### config.mk
export PLATFORM = sky130hd
export DESIGN_NAME = vrf_read_port
export DESIGN_NICKNAME = d
export VERILOG_FILES = /design/src/vrf_geom_pkg.sv /design/src/vrf_read_port.sv
export SDC_FILE = /design/constraint.sdc
export NUM_CORES = 1
export LEC_CHECK = 0
export BUFFER_PORTS_ARGS = -buffer_cell sky130_fd_sc_hd__buf_2
export CAP_MARGIN = 20
export CELL_PAD_IN_SITES_DETAIL_PLACEMENT = 1
export CELL_PAD_IN_SITES_GLOBAL_PLACEMENT = 2
export CORE_ASPECT_RATIO = 1.2
export CORE_UTILIZATION = 26
export DETAILED_ROUTE_END_ITERATION = 8
export PLACE_DENSITY_LB_ADDON = 0.1
export REMOVE_ABC_BUFFERS = 1
export SYNTH_ARGS = -nofsm -noshare
export SYNTH_HDL_FRONTEND = slang
export SYNTH_SLANG_ARGS = --single-unit
### constraint.sdc
create_clock -name clk -period 3.47 [get_ports clk]
set_input_delay 0.694 -clock clk [delete_from_list [all_inputs] [get_ports clk]]
set_output_delay 0.694 -clock clk [all_outputs]
set_load 0.1 [all_outputs]
### src/vrf_geom_pkg.sv
package vrf_geom_pkg;

   // word and bank geometry
   localparam int word_w     = 32;
   localparam int num_banks  = 4;
   localparam int bank_sel_w = 2;

   // rows per bank and the address widths that follow from it
   localparam int bank_depth = 128;
   localparam int row_w      = 7;
   localparam int addr_w     = row_w + bank_sel_w;

   typedef logic [word_w-1:0] word_t;

   // word address, bank number in the low bits and row above them
   typedef logic [addr_w-1:0] vrf_addr_t;

   typedef logic [row_w-1:0] row_addr_t;

   typedef logic [bank_sel_w-1:0] bank_sel_t;

endpackage

### src/vrf_read_port.sv
`timescale 1ns/1ps

module vrf_read_port #(
   parameter int port_words = 4
) (
   input  logic                                                   clk,
   input  logic                                                   arst_n,
   input  vrf_geom_pkg::vrf_addr_t                                rd_addr,
   output vrf_geom_pkg::row_addr_t [vrf_geom_pkg::num_banks-1:0]  bank_row,
   input  vrf_geom_pkg::word_t [vrf_geom_pkg::num_banks-1:0]      bank_data,
   output vrf_geom_pkg::word_t [port_words-1:0]                   rd_data
);

   localparam int bsw = vrf_geom_pkg::bank_sel_w;
   localparam int aw  = vrf_geom_pkg::addr_w;

   vrf_geom_pkg::bank_sel_t addr_low;
   vrf_geom_pkg::bank_sel_t rd_off;

   assign addr_low = rd_addr[bsw-1:0];

   // bank b holds the word at offset (b - a) mod 4 from the address
   always_comb
   begin
      vrf_geom_pkg::bank_sel_t off;
      vrf_geom_pkg::vrf_addr_t addr_b;
      for (int b = 0; b < vrf_geom_pkg::num_banks; b++)
      begin
         off    = vrf_geom_pkg::bank_sel_t'(b) - addr_low;
         // 9-bit add wraps past 511 back to word 0
         addr_b = rd_addr + vrf_geom_pkg::vrf_addr_t'(off);
         if (off < port_words)
         begin
            bank_row[b] = addr_b[aw-1:bsw];
         end
         else
         begin
            bank_row[b] = '0;
         end
      end
   end

   // offset follows the bank data through its one cycle of latency
   always_ff @(posedge clk or negedge arst_n)
   begin
      if (!arst_n)
         rd_off <= '0;
      else
         rd_off <= addr_low;
   end

   // rotate so the addressed word sits in the low bits
   always_comb
   begin
      vrf_geom_pkg::bank_sel_t src;
      for (int k = 0; k < port_words; k++)
      begin
         src        = rd_off + vrf_geom_pkg::bank_sel_t'(k);
         rd_data[k] = bank_data[src];
      end
   end

endmodule

Word level (Yosys, flattened, before mapping)
Index checks and enable logic that the tools add are counted.
{"block": "op_classes", "add_sub_neg": 11, "magnitude_cmp": 4, "muxes": 8}
{"op": "32-bit binary-select mux with 2-bit select", "count": 4}
{"op": "32-bit 2-to-1 mux", "count": 4}
{"op": "9-bit by 2-bit adder with 9-bit output", "count": 4}
{"op": "2-bit by 3-bit less-than comparator with 1-bit output (second input constant)", "count": 4}
{"op": "2-bit adder (second input constant)", "count": 2}
{"op": "1-bit by 2-bit subtractor with 2-bit output (first input constant)", "count": 2}
{"op": "2-bit subtractor (first input constant)", "count": 2}
{"op": "2-bit by 1-bit adder with 2-bit output (second input constant)", "count": 1}
{"block": "word_totals", "reg_bits": 2, "in_bits": 139, "out_inout_bits": 156}

Depth between registers and ports, before layout
{"block": "logic_depth", "ltp_word": 3, "ltp_mapped": 5}

Worst setup path before layout
No wires, ideal clock.
{"block": "synth_timing", "path_kind": "input -> output", "startpoint": "in rd_addr[0]", "endpoint": "out bank_row[15] (netlist bit)", "t_arrival_ps": 3034, "setup_slack_ps": -258, "path_stages": 5, "cell_sequence": "inv_1 > ha_1 > xnor2_1 > a31oi_1 > xnor2_1"}
{"item": "start, declared", "line_no": "vrf_read_port.sv:8", "text": "input vrf_geom_pkg::vrf_addr_t rd_addr,"}
{"item": "end, declared", "line_no": "vrf_read_port.sv:9", "text": "output vrf_geom_pkg::row_addr_t [vrf_geom_pkg::num_banks-1:0] bank_row,"}

==> flow_summary.json <==
{
  "port_buffers": 294,
  "hpwl_um": 11500,
  "synth_top_area_share": 0.787,
  "clock_path_buffers": 2,
  "post_drt_wl_per_cell_um": 20.1,
  "syn_inst": 230,
  "yosysUniqueCellTypes": 22,
  "regMostFlops": "rd_off",
  "cts_setup_buffers": 0,
  "cts_made_buffers": 3,
  "timing.fmax_mhz": 313,
  "yosys-top-cells-count": "mux4_2, buf_4, buf_6, xor2_1, buf_2",
  "routabilityCongestion": 0.799,
  "reg_top3": "rd_off (2)",
  "synth_area_leader_cell": "mux4_2",
  "track_usage": 0.171,
  "cts_root_buf": "clkbuf_16",
  "die_w_um": 110,
  "cp_top_family": "buffers and inverters",
  "synth_edf_count": 0,
  "drt-pass1-iter-count": 6,
  "drive_above_1_share": 0.882,
  "crit_fanout": 6,
  "rows": 47,
  "critPathLaunch": "rd_addr[0]",
  "wl_um": 13400,
  "end_kind": "primary output",
  "postSynthAreaPerCell_um2": 15.9,
  "place_area_um2": 5150,
  "path_cells": "buf_2 > inv_1 > ha_1 > xnor2_1 > a2bb2oi_1 > xnor2_1 > buf_2",
  "slew_headroom": 0.655,
  "status": "finished clean",
  "synth_ff_type": "dfrtp_1",
  "grt_max_degree": 60,
  "grt_pass1_vias": 3724,
  "drv_slew": 0,
  "cts_tree": "done",
  "via_per_inst": 5.59,
  "overflow": 0,
  "power_density_nw_per_um2": 436,
  "grt_pass1_wl_um": 19800,
  "fill_cells": 1575,
  "ios": 295,
  "ant_nets": 0,
  "hold_viol_final": 0,
  "stdcell_area_um2": 5230,
  "largest_register_ff_count": 2,
  "worstPathRequired_ps": 2780,
  "drc": 0,
  "max_slew.worst_pin.slew_ps": 521,
  "path_class": "in2out",
  "yosysSeqAreaShare": 0.0137,
  "cap_violations": 0,
  "p_leak_nw": 2.27,
  "hold_slack_ps": 251,
  "synth.most_common_cell": "mux4_2",
  "cts_repair_resize_count": 0,
  "vdd_drop_max_v": 0.000217,
  "crit_slowest_cell": "buf_2",
  "ys_async_sr_fraction": 1.00,
  "cts_hold_buffers": 0,
  "worstSetupPathDepth": 7,
  "antenna_found_initial": 0,
  "drt_iter0_drc": 197,
  "yosys-top-cells-area": "mux4_2, buf_6, buf_4, xor2_1, ha_1",
  "setup_viol": 0,
  "cp.buffers_inverters": 3,
  "fin_nets": 644,
  "max_stage_delay_ps": 440,
  "critPathArrivalTime_ps": 2510,
  "htreeDepth": 1,
  "crit_path_end": "bank_row[1]",
  "via_count": 3743,
  "critPathLaunchType": "input pin",
  "place_ws_ps": 324,
  "antenna_cells": 0,
  "start_util": 0.266,
  "ys_ff_latch": 2,
  "coreArea_um2": 13800,
  "hp-class": "in2async",
  "die-area_um2": 14600,
  "cts.clk_slew.worst_paths_ps": 30,
  "period_needed_ps": 3200,
  "syn_area_um2": 3660,
  "area_delta_synth_final_pct": 42.7,
  "rsz0062_at_grt": "no",
  "ys_warn_count": 0,
  "cts.sinks": 2,
  "die_y_um": 132,
  "fin_crit_sh": 0.922,
  "fin_ws_ps": 271
}
## routing by layer
| layer | GRT usage | vias to the layer above | share of wire |
|---|---|---|---|
| li1 | - | 1606 | - |
| met1 | 0.184 | 1929 | 0.34 |
| met2 | 0.332 | 188 | 0.55 |
| met3 | 0.0351 | 20 | 0.093 |
| met4 | 0.0387 | 0 | 0.022 |
| met5 | 0 | - | 0 |
## layout by cell type, fill, tap and decap left out, types with 2 or more instances in the layout
cell type and count:
nand2_1 3, nand3_1 4, dfrtp_4 2, o21ai_0 5
nor3_1 3, mux4_2 128, buf_12 3, nand4_1 4
buf_2 294, buf_4 8, xor2_1 12, clkbuf_16 3
nor2_1 6, xnor2_1 7, ha_1 5, inv_1 5
## per-stage QoR
| stage | TNS, ps | utilization | instances | power (W) |
|---|---|---|---|---|
| finish | 0 | 0.380 | 669 | 0.00228 |
| global route | 0 | 0.380 | 669 | 0.00235 |
| CTS | 0 | 0.380 | 669 | 0.00230 |
| detailed placement | 0 | 0.375 | 666 | 0.00211 |
| global placement | 0 | 0.375 | 666 | 0.00210 |
| floorplan | -345300 | - | 190 | 0.00175 |
## final cells by class
cell class / instances / area, µm² / share of cell area
clock buffer: 3 / 75.1 / 0.0144
tap: 171 / 214 / 0.0409
inverter: 5 / 18.8 / 0.00359
timing repair buffer: 305 / 1590 / 0.304
sequential: 2 / 57.6 / 0.0110
multi-input combinational: 183 / 3270 / 0.626
## kinds of logic (layout without fill, tap and decap cells)
| family | count (synthesis) | count (layout) | synth area share |
|---|---|---|---|
| multiplexers | 128 | 128 | 0.787 |
| adder cells (fa/ha/maj) | 5 | 5 | 0.0171 |
| flip-flops | 2 | 2 | 0.0137 |
| AND/OR/NAND/NOR | 22 | 22 | 0.0290 |
| buffers and inverters | 45 | 313 | 0.0935 |
| AO/OA/AOI/OAI | 9 | 9 | 0.0147 |
| XOR/XNOR | 19 | 19 | 0.0454 |
## power breakdown
part	leakage, nW	switching (W)	internal [W]
sequential	0.0215	0.00000827	0.0000255
clock	0.0370	0.0000280	0.000147
combinational	2.22	0.00164	0.000434
## worst min-delay path by stage
stage	from	end	slack (ps)	cells after the start
6_report	arst_n	rd_off[1]	250	1
5_1_grt	arst_n	rd_off[1]	250	1
4_1_cts	arst_n	rd_off[1]	250	1
3_5_place_dp	arst_n	rd_off[0]	480	1
3_3_place_gp	arst_n	rd_off[0]	480	1
2_1_floorplan	arst_n	rd_off[0]	400	0
(Power assumes the default switching activity.)
