$ cat src/vrf_geom_pkg.sv
package vrf_geom_pkg;

   // word and bank geometry
   localparam int word_w     = 32;
   localparam int num_banks  = 4;
   localparam int bank_sel_w = 2;

   // rows per bank and the address widths that follow from it
   localparam int bank_depth = 128;
   localparam int row_w      = 7;
   localparam int addr_w     = row_w + bank_sel_w;

   typedef logic [word_w-1:0] word_t;

   // word address, bank number in the low bits and row above them
   typedef logic [addr_w-1:0] vrf_addr_t;

   typedef logic [row_w-1:0] row_addr_t;

   typedef logic [bank_sel_w-1:0] bank_sel_t;

endpackage

$ cat src/vrf_port_pkg.sv
package vrf_port_pkg;

   // words per access on each port
   localparam int quad_words = 4;
   localparam int pair_words = 2;

   // wide port moves four words, narrow port two
   typedef logic [quad_words*vrf_geom_pkg::word_w-1:0] quad_t;
   typedef logic [pair_words*vrf_geom_pkg::word_w-1:0] pair_t;

   // write size decoded from enable mask and address alignment
   // wr_none also stands for any illegal mask or alignment
   typedef enum logic [1:0] {
      wr_none,
      wr_word,
      wr_pair,
      wr_quad
   } wr_size_e;

endpackage

$ cat src/vrf_write_steer.sv
`timescale 1ns/1ps

module vrf_write_steer #(
   parameter int port_words = 4
) (
   input  vrf_geom_pkg::vrf_addr_t                                wr_addr,
   input  logic [port_words-1:0]                                  wr_en,
   input  vrf_geom_pkg::word_t [port_words-1:0]                   wr_data,
   output logic [vrf_geom_pkg::num_banks-1:0]                     bank_en,
   output vrf_geom_pkg::row_addr_t [vrf_geom_pkg::num_banks-1:0]  bank_row,
   output vrf_geom_pkg::word_t [vrf_geom_pkg::num_banks-1:0]      bank_data
);

   localparam int bsw = vrf_geom_pkg::bank_sel_w;
   localparam int aw  = vrf_geom_pkg::addr_w;

   // legal enable patterns, always starting at word 0
   localparam logic [port_words-1:0] word_mask = port_words'(1);
   localparam logic [port_words-1:0] pair_mask = port_words'(3);
   localparam logic [port_words-1:0] full_mask = '1;

   vrf_port_pkg::wr_size_e  wr_size;
   logic [2:0]              word_cnt;
   vrf_geom_pkg::bank_sel_t addr_low;

   assign addr_low = wr_addr[bsw-1:0];

   // pair is checked before quad, on the narrow port both masks are 2'b11
   always_comb
   begin
      wr_size = vrf_port_pkg::wr_none;
      if (wr_en == word_mask)
      begin
         wr_size = vrf_port_pkg::wr_word;
      end
      else if (port_words >= vrf_port_pkg::pair_words && wr_en == pair_mask &&
               !addr_low[0])
      begin
         wr_size = vrf_port_pkg::wr_pair;
      end
      else if (port_words >= vrf_port_pkg::quad_words && wr_en == full_mask &&
               addr_low == '0)
      begin
         wr_size = vrf_port_pkg::wr_quad;
      end
   end

   always_comb
   begin
      case (wr_size)
         vrf_port_pkg::wr_word: word_cnt = 3'd1;
         vrf_port_pkg::wr_pair: word_cnt = 3'd2;
         vrf_port_pkg::wr_quad: word_cnt = 3'd4;
         default:               word_cnt = 3'd0;
      endcase
   end

   // word k lands in bank (a+k) mod 4 at row (a+k) div 4
   always_comb
   begin
      vrf_geom_pkg::vrf_addr_t addr_k;
      vrf_geom_pkg::bank_sel_t sel;
      bank_en   = '0;
      bank_row  = '0;
      bank_data = '0;
      for (int k = 0; k < port_words; k++)
      begin
         addr_k = wr_addr + vrf_geom_pkg::vrf_addr_t'(k);
         sel    = addr_k[bsw-1:0];
         if (k < word_cnt)
         begin
            bank_en[sel]   = 1'b1;
            bank_row[sel]  = addr_k[aw-1:bsw];
            bank_data[sel] = wr_data[k];
         end
      end
   end

endmodule

$ cat config.mk
export PLATFORM = sky130hd
export DESIGN_NAME = vrf_write_steer
export DESIGN_NICKNAME = d
export VERILOG_FILES = /design/src/vrf_geom_pkg.sv /design/src/vrf_port_pkg.sv /design/src/vrf_write_steer.sv
export SDC_FILE = /design/constraint.sdc
export NUM_CORES = 1
export LEC_CHECK = 0
export ABC_AREA = 1
export ABC_CLOCK_PERIOD_IN_PS = 1400
export BUFFER_PORTS_ARGS = -buffer_cell sky130_fd_sc_hd__buf_2
export CAP_MARGIN = 20
export CORE_AREA = 8 8 110 112
export DETAILED_ROUTE_END_ITERATION = 12
export DIE_AREA = 0 0 118 120
export PLACE_DENSITY = 0.68
export SLEW_MARGIN = 20
export SYNTH_ARGS = -nofsm -noshare
export SYNTH_HDL_FRONTEND = slang
export SYNTH_SLANG_ARGS = --single-unit
$ cat constraint.sdc
create_clock -name vclk -period 1.4
set_input_delay 0.07 -clock vclk [all_inputs]
set_output_delay 0.07 -clock vclk [all_outputs]
set_load 0.01 [all_outputs]
-- Yosys cells after proc, flatten, opt, wreduce, memory -nomap -nowiden
Cells that the tools add are included.
- shift operators: 0
- order comparisons: 12
- bitwise operators: 5
- div/mod/pow operators: 0
- mux-type cells: 46
- reduce and logical (&&, ||, !) cells: 8
- add/subtract/negate cells: 3
- eq/ne operators: 6
- multiply operators: 0
- operators by type and width (cell ; count):
    2-to-1 mux 128 bit ; 4
    bitwise mux 128 bit ; 3
    demux 32 bit (select 2 bit) ; 4
    AND 128 bit ; 1
    2-to-1 mux 32 bit ; 4
    2-to-1 mux 28 bit ; 4
    bitwise mux 28 bit ; 3
    demux 7 bit (select 2 bit) ; 4
    AND 28 bit ; 1
    2-to-1 mux 7 bit ; 4
    adder 9 x 2 -> 9 bit, second input constant ; 2
    2-to-1 mux 4 bit ; 4
    < comparator 2 x 3 -> 1 bit, second input constant ; 4
    bitwise OR 4 bit ; 3
    adder 9 x 1 -> 9 bit, second input constant ; 1
    one-hot mux 3 bit (3 select lines) ; 1
    demux 1 bit (select 2 bit) ; 4
    greater-or-equal comparator 2 x 1 -> 1 bit, second input constant ; 4
    logical AND 1 bit ; 6
    < comparator 1 x 3 -> 1 bit, first input constant ; 2
    < comparator 2 x 3 -> 1 bit, first input constant ; 2
    2-to-1 mux 2 bit ; 3
    equality test 2 bit, second input constant ; 2
    equality test 4 x 1 -> 1 bit, second input constant ; 1
    other kinds (6) ; 9
- memory bits (writable): 0
- memories kept: 0
- latch bits: 0
- bits in read-only memories: 0
- flip-flop bits (word level): 0

-- Depth between registers and ports, before layout
- depth in word-level cells: 15
- mapped depth: 10
- gate-level depth less buffers: 8

-- Least setup slack after synthesis
Ideal clock, no wire load.
- path type: input to output
- start: input port wr_en[0]
- end: output port bank_row[10] in the netlist's numbering
- buffers on the path: 1
- arrival time: 1058 ps
- stages: 9
- slack: 272 ps
- cells stage by stage: nand2_1 -> nor2_1 -> nand2_2 -> nand3_2 -> buf_4 -> nand2_2 -> nand2_1 -> inv_1 -> nor2_1
- RTL lines (element ; line ; source):
    start, declared ; vrf_write_steer.sv:7 ; input logic [port_words-1:0] wr_en,
    end, declared ; vrf_write_steer.sv:10 ; output vrf_geom_pkg::row_addr_t [vrf_geom_pkg::num_banks-1:0] bank_row,

==> reports/metrics.yaml <==
io_pins: 301
post-route-min-period_ns: 1.33
tns_ns: 0
syn_area_um2: 2220
first_pass_iters: 5
setup_ws_ns: 0.0656
min_period_over_period_pct: 95.3
grt_overflow_total: 0
drv_slew: 0
end_kind: "output pin"
max-cap-violations: 0
gp_congestion: 0.916
leakage_nw: 2.93
dp_hpwl_um: 12000
die_y_um: 120
dr.first_iter.drc_count: 383
critical_path.slowest_cell: "o211ai_1"
coreArea_um2: 10500
seq_area_frac_synth_pct: 0
final_nets: 913
hold_viol: 0
antenna_found_initial: 0
seq_area_um2: 0
hold-worst-slack_ns: 0.438
grt_pass1_vias: 4087
netlist_instances: 463
cp.required_ns: 1.33
postSynthAreaPerCell_um2: 4.80
nFlopsAndLatches: 0
grt_pass1_wl_um: 21600
clkbuf_count: 0
grt.total_usage_pct: 18.1
ys_types: 25
path_class: "input port to output pin"
critical_path.max_stage_delay_ns: 0.23
fin_cells: 907
pre_cts_slack_ns: -0.0362
setup_violations: 0
rsz0062_at_grt: "yes"
rows: 38
whs_endpoint: "bank_data[12]"
grt_max_degree: 41
antennaDiodeCount: 0
viasPerCell: 4.70
dp.cells: 901
drive_above_1_share_pct: 46.5
holdPathStages: 4
cp_max_fo: 16
syn-num-nets: 607
p_total_uw: 695
path_cells: "buf_2 > nand2_1 > nor2_2 > nand2_2 > nand2_4 > nand2_2 > buf_6 > o211ai_1 > buf_2"
drc: 0
postRouteAntennaNets: 0
vias: 4261
max-vdd-ir-drop_mv: 0.101
wirelength_um: 15100
post_drt_wl_per_cell_um: 16.6
io_buffer_count: 301
fmax_mhz: 749
initial_core_util_pct: 21.2
hold_class: "input port to output pin"
ys_warn_count: 0
critPathArrivalTime_ns: 1.26
min_from: "wr_data[12]"
status: "complete, no violations"
worst_slew_pin_slew_ns: 0.233
power_density_nw_per_um2: 164
critPathLaunchType: "input port"
slew_headroom_pct: 84.4
synthToLayoutAreaGrowth_pct: 90.3
dieArea_um2: 14200
die_width_um: 118
-- routing by layer --
metal	track usage, %	vias to the layer above	wire (um)
met1	20.8	1876	5810
met3	4.56	15	1500
met2	33.8	284	7570
li1	-	2086	-
met5	0	-	0
met4	2.32	0	187
-- cells in the mapped netlist --
cell type	instances	share of area (%)
nand2_1	156	26
inv_1	119	20
o22ai_1	65	18
o211ai_1	33	11
buf_2	19	4.3
nand3_1	16	3.6
nor2_1	13	2.2
buf_4	7	2.4
o21ai_0	7	1.6
buf_6	4	2.0
nand2_2	4	1.1
ha_1	3	1.7
inv_2	2	0.34
nor2_2	2	0.56
o2bb2ai_1	2	0.79
o31ai_1	2	0.67
a21o_1	1	0.34
buf_1	1	0.17
clkbuf_1	1	0.17
inv_4	1	0.28
nand3_2	1	0.45
nor2_4	1	0.51
nor3_1	1	0.22
nor3_2	1	0.45
xor2_1	1	0.39
-- worst max-delay path: cells and delay by family --
kind,cells,cell delay [ns]
and+or+nand+nor,5,0.50
buffers and inverters,3,0.45
AOI/OAI and AO/OA,1,0.23
-- stage by stage --
| step | utilization (%) | instance area [um2] |
|---|---|---|
| 2_1_floorplan | - | 2220 |
| 3_3_place_gp | 38.4 | 4040 |
| 3_5_place_dp | 38.4 | 4040 |
| 4_1_cts | 38.5 | 4050 |
| 5_1_grt | 40.3 | 4230 |
| 6_report | 40.3 | 4230 |
-- layout make-up --
cell class	count	area (um2)
fill	1187	6270
timing repair buffer	336	1980
multi-input combinational	309	1610
inverter	122	468
tap	140	175
-- worst max-delay path by stage --
stage                           from             end  slack [ns]  depth (start not counted)
after global placement      wr_en[0]  bank_data[107]      -0.005                          9
after detailed placement    wr_en[1]  bank_data[107]       -0.04                          9
after CTS                 wr_addr[0]   bank_data[62]       0.006                          7
final                       wr_en[2]  bank_data[107]        0.07                          9
after global routing        wr_en[2]    bank_row[26]       -0.01                         10
after floorplan             wr_en[0]    bank_row[10]        0.27                          9
-- cells by family (layout without fill, tap and decap cells) --
| group | Yosys count | count (layout) | share of synthesized area (%) |
|---|---|---|---|
| adder cells (fa/ha/maj) | 3 | 3 | 1.69 |
| AO/OA/AOI/OAI | 110 | 110 | 32.8 |
| XOR/XNOR | 1 | 1 | 0.394 |
| AND/OR/NAND/NOR | 195 | 195 | 35.4 |
| buffers and inverters | 154 | 458 | 29.7 |
-- report_power, final --
part	internal, mW	switching, mW
Clock	0	0
Sequential	0	0
Combinational	0.310	0.385
-- layout by cell type (no fill, tap or decap), types with 3 or more instances in the layout --
master and count:
buf_12 9, buf_2 301, buf_4 15, buf_6 7, clkbuf_16 4, ha_1 3, inv_1 119, nand2_1 152
nand2_2 7, nand3_1 15, nor2_1 11, nor2_2 3, o211ai_1 33, o21ai_0 3, o21ai_1 4, o22ai_1 64
-- what timing repair did --
action / 4_1_cts / 5_1_grt
hold buffers: 0 / 0
setup endpoints to repair: 2 / 96
resized for setup: 3 / 23
buffers inserted: 0 / 2
pin swaps: 1 / 4
cloned: 0 / 4
Power figures use the tool's default switching activity.
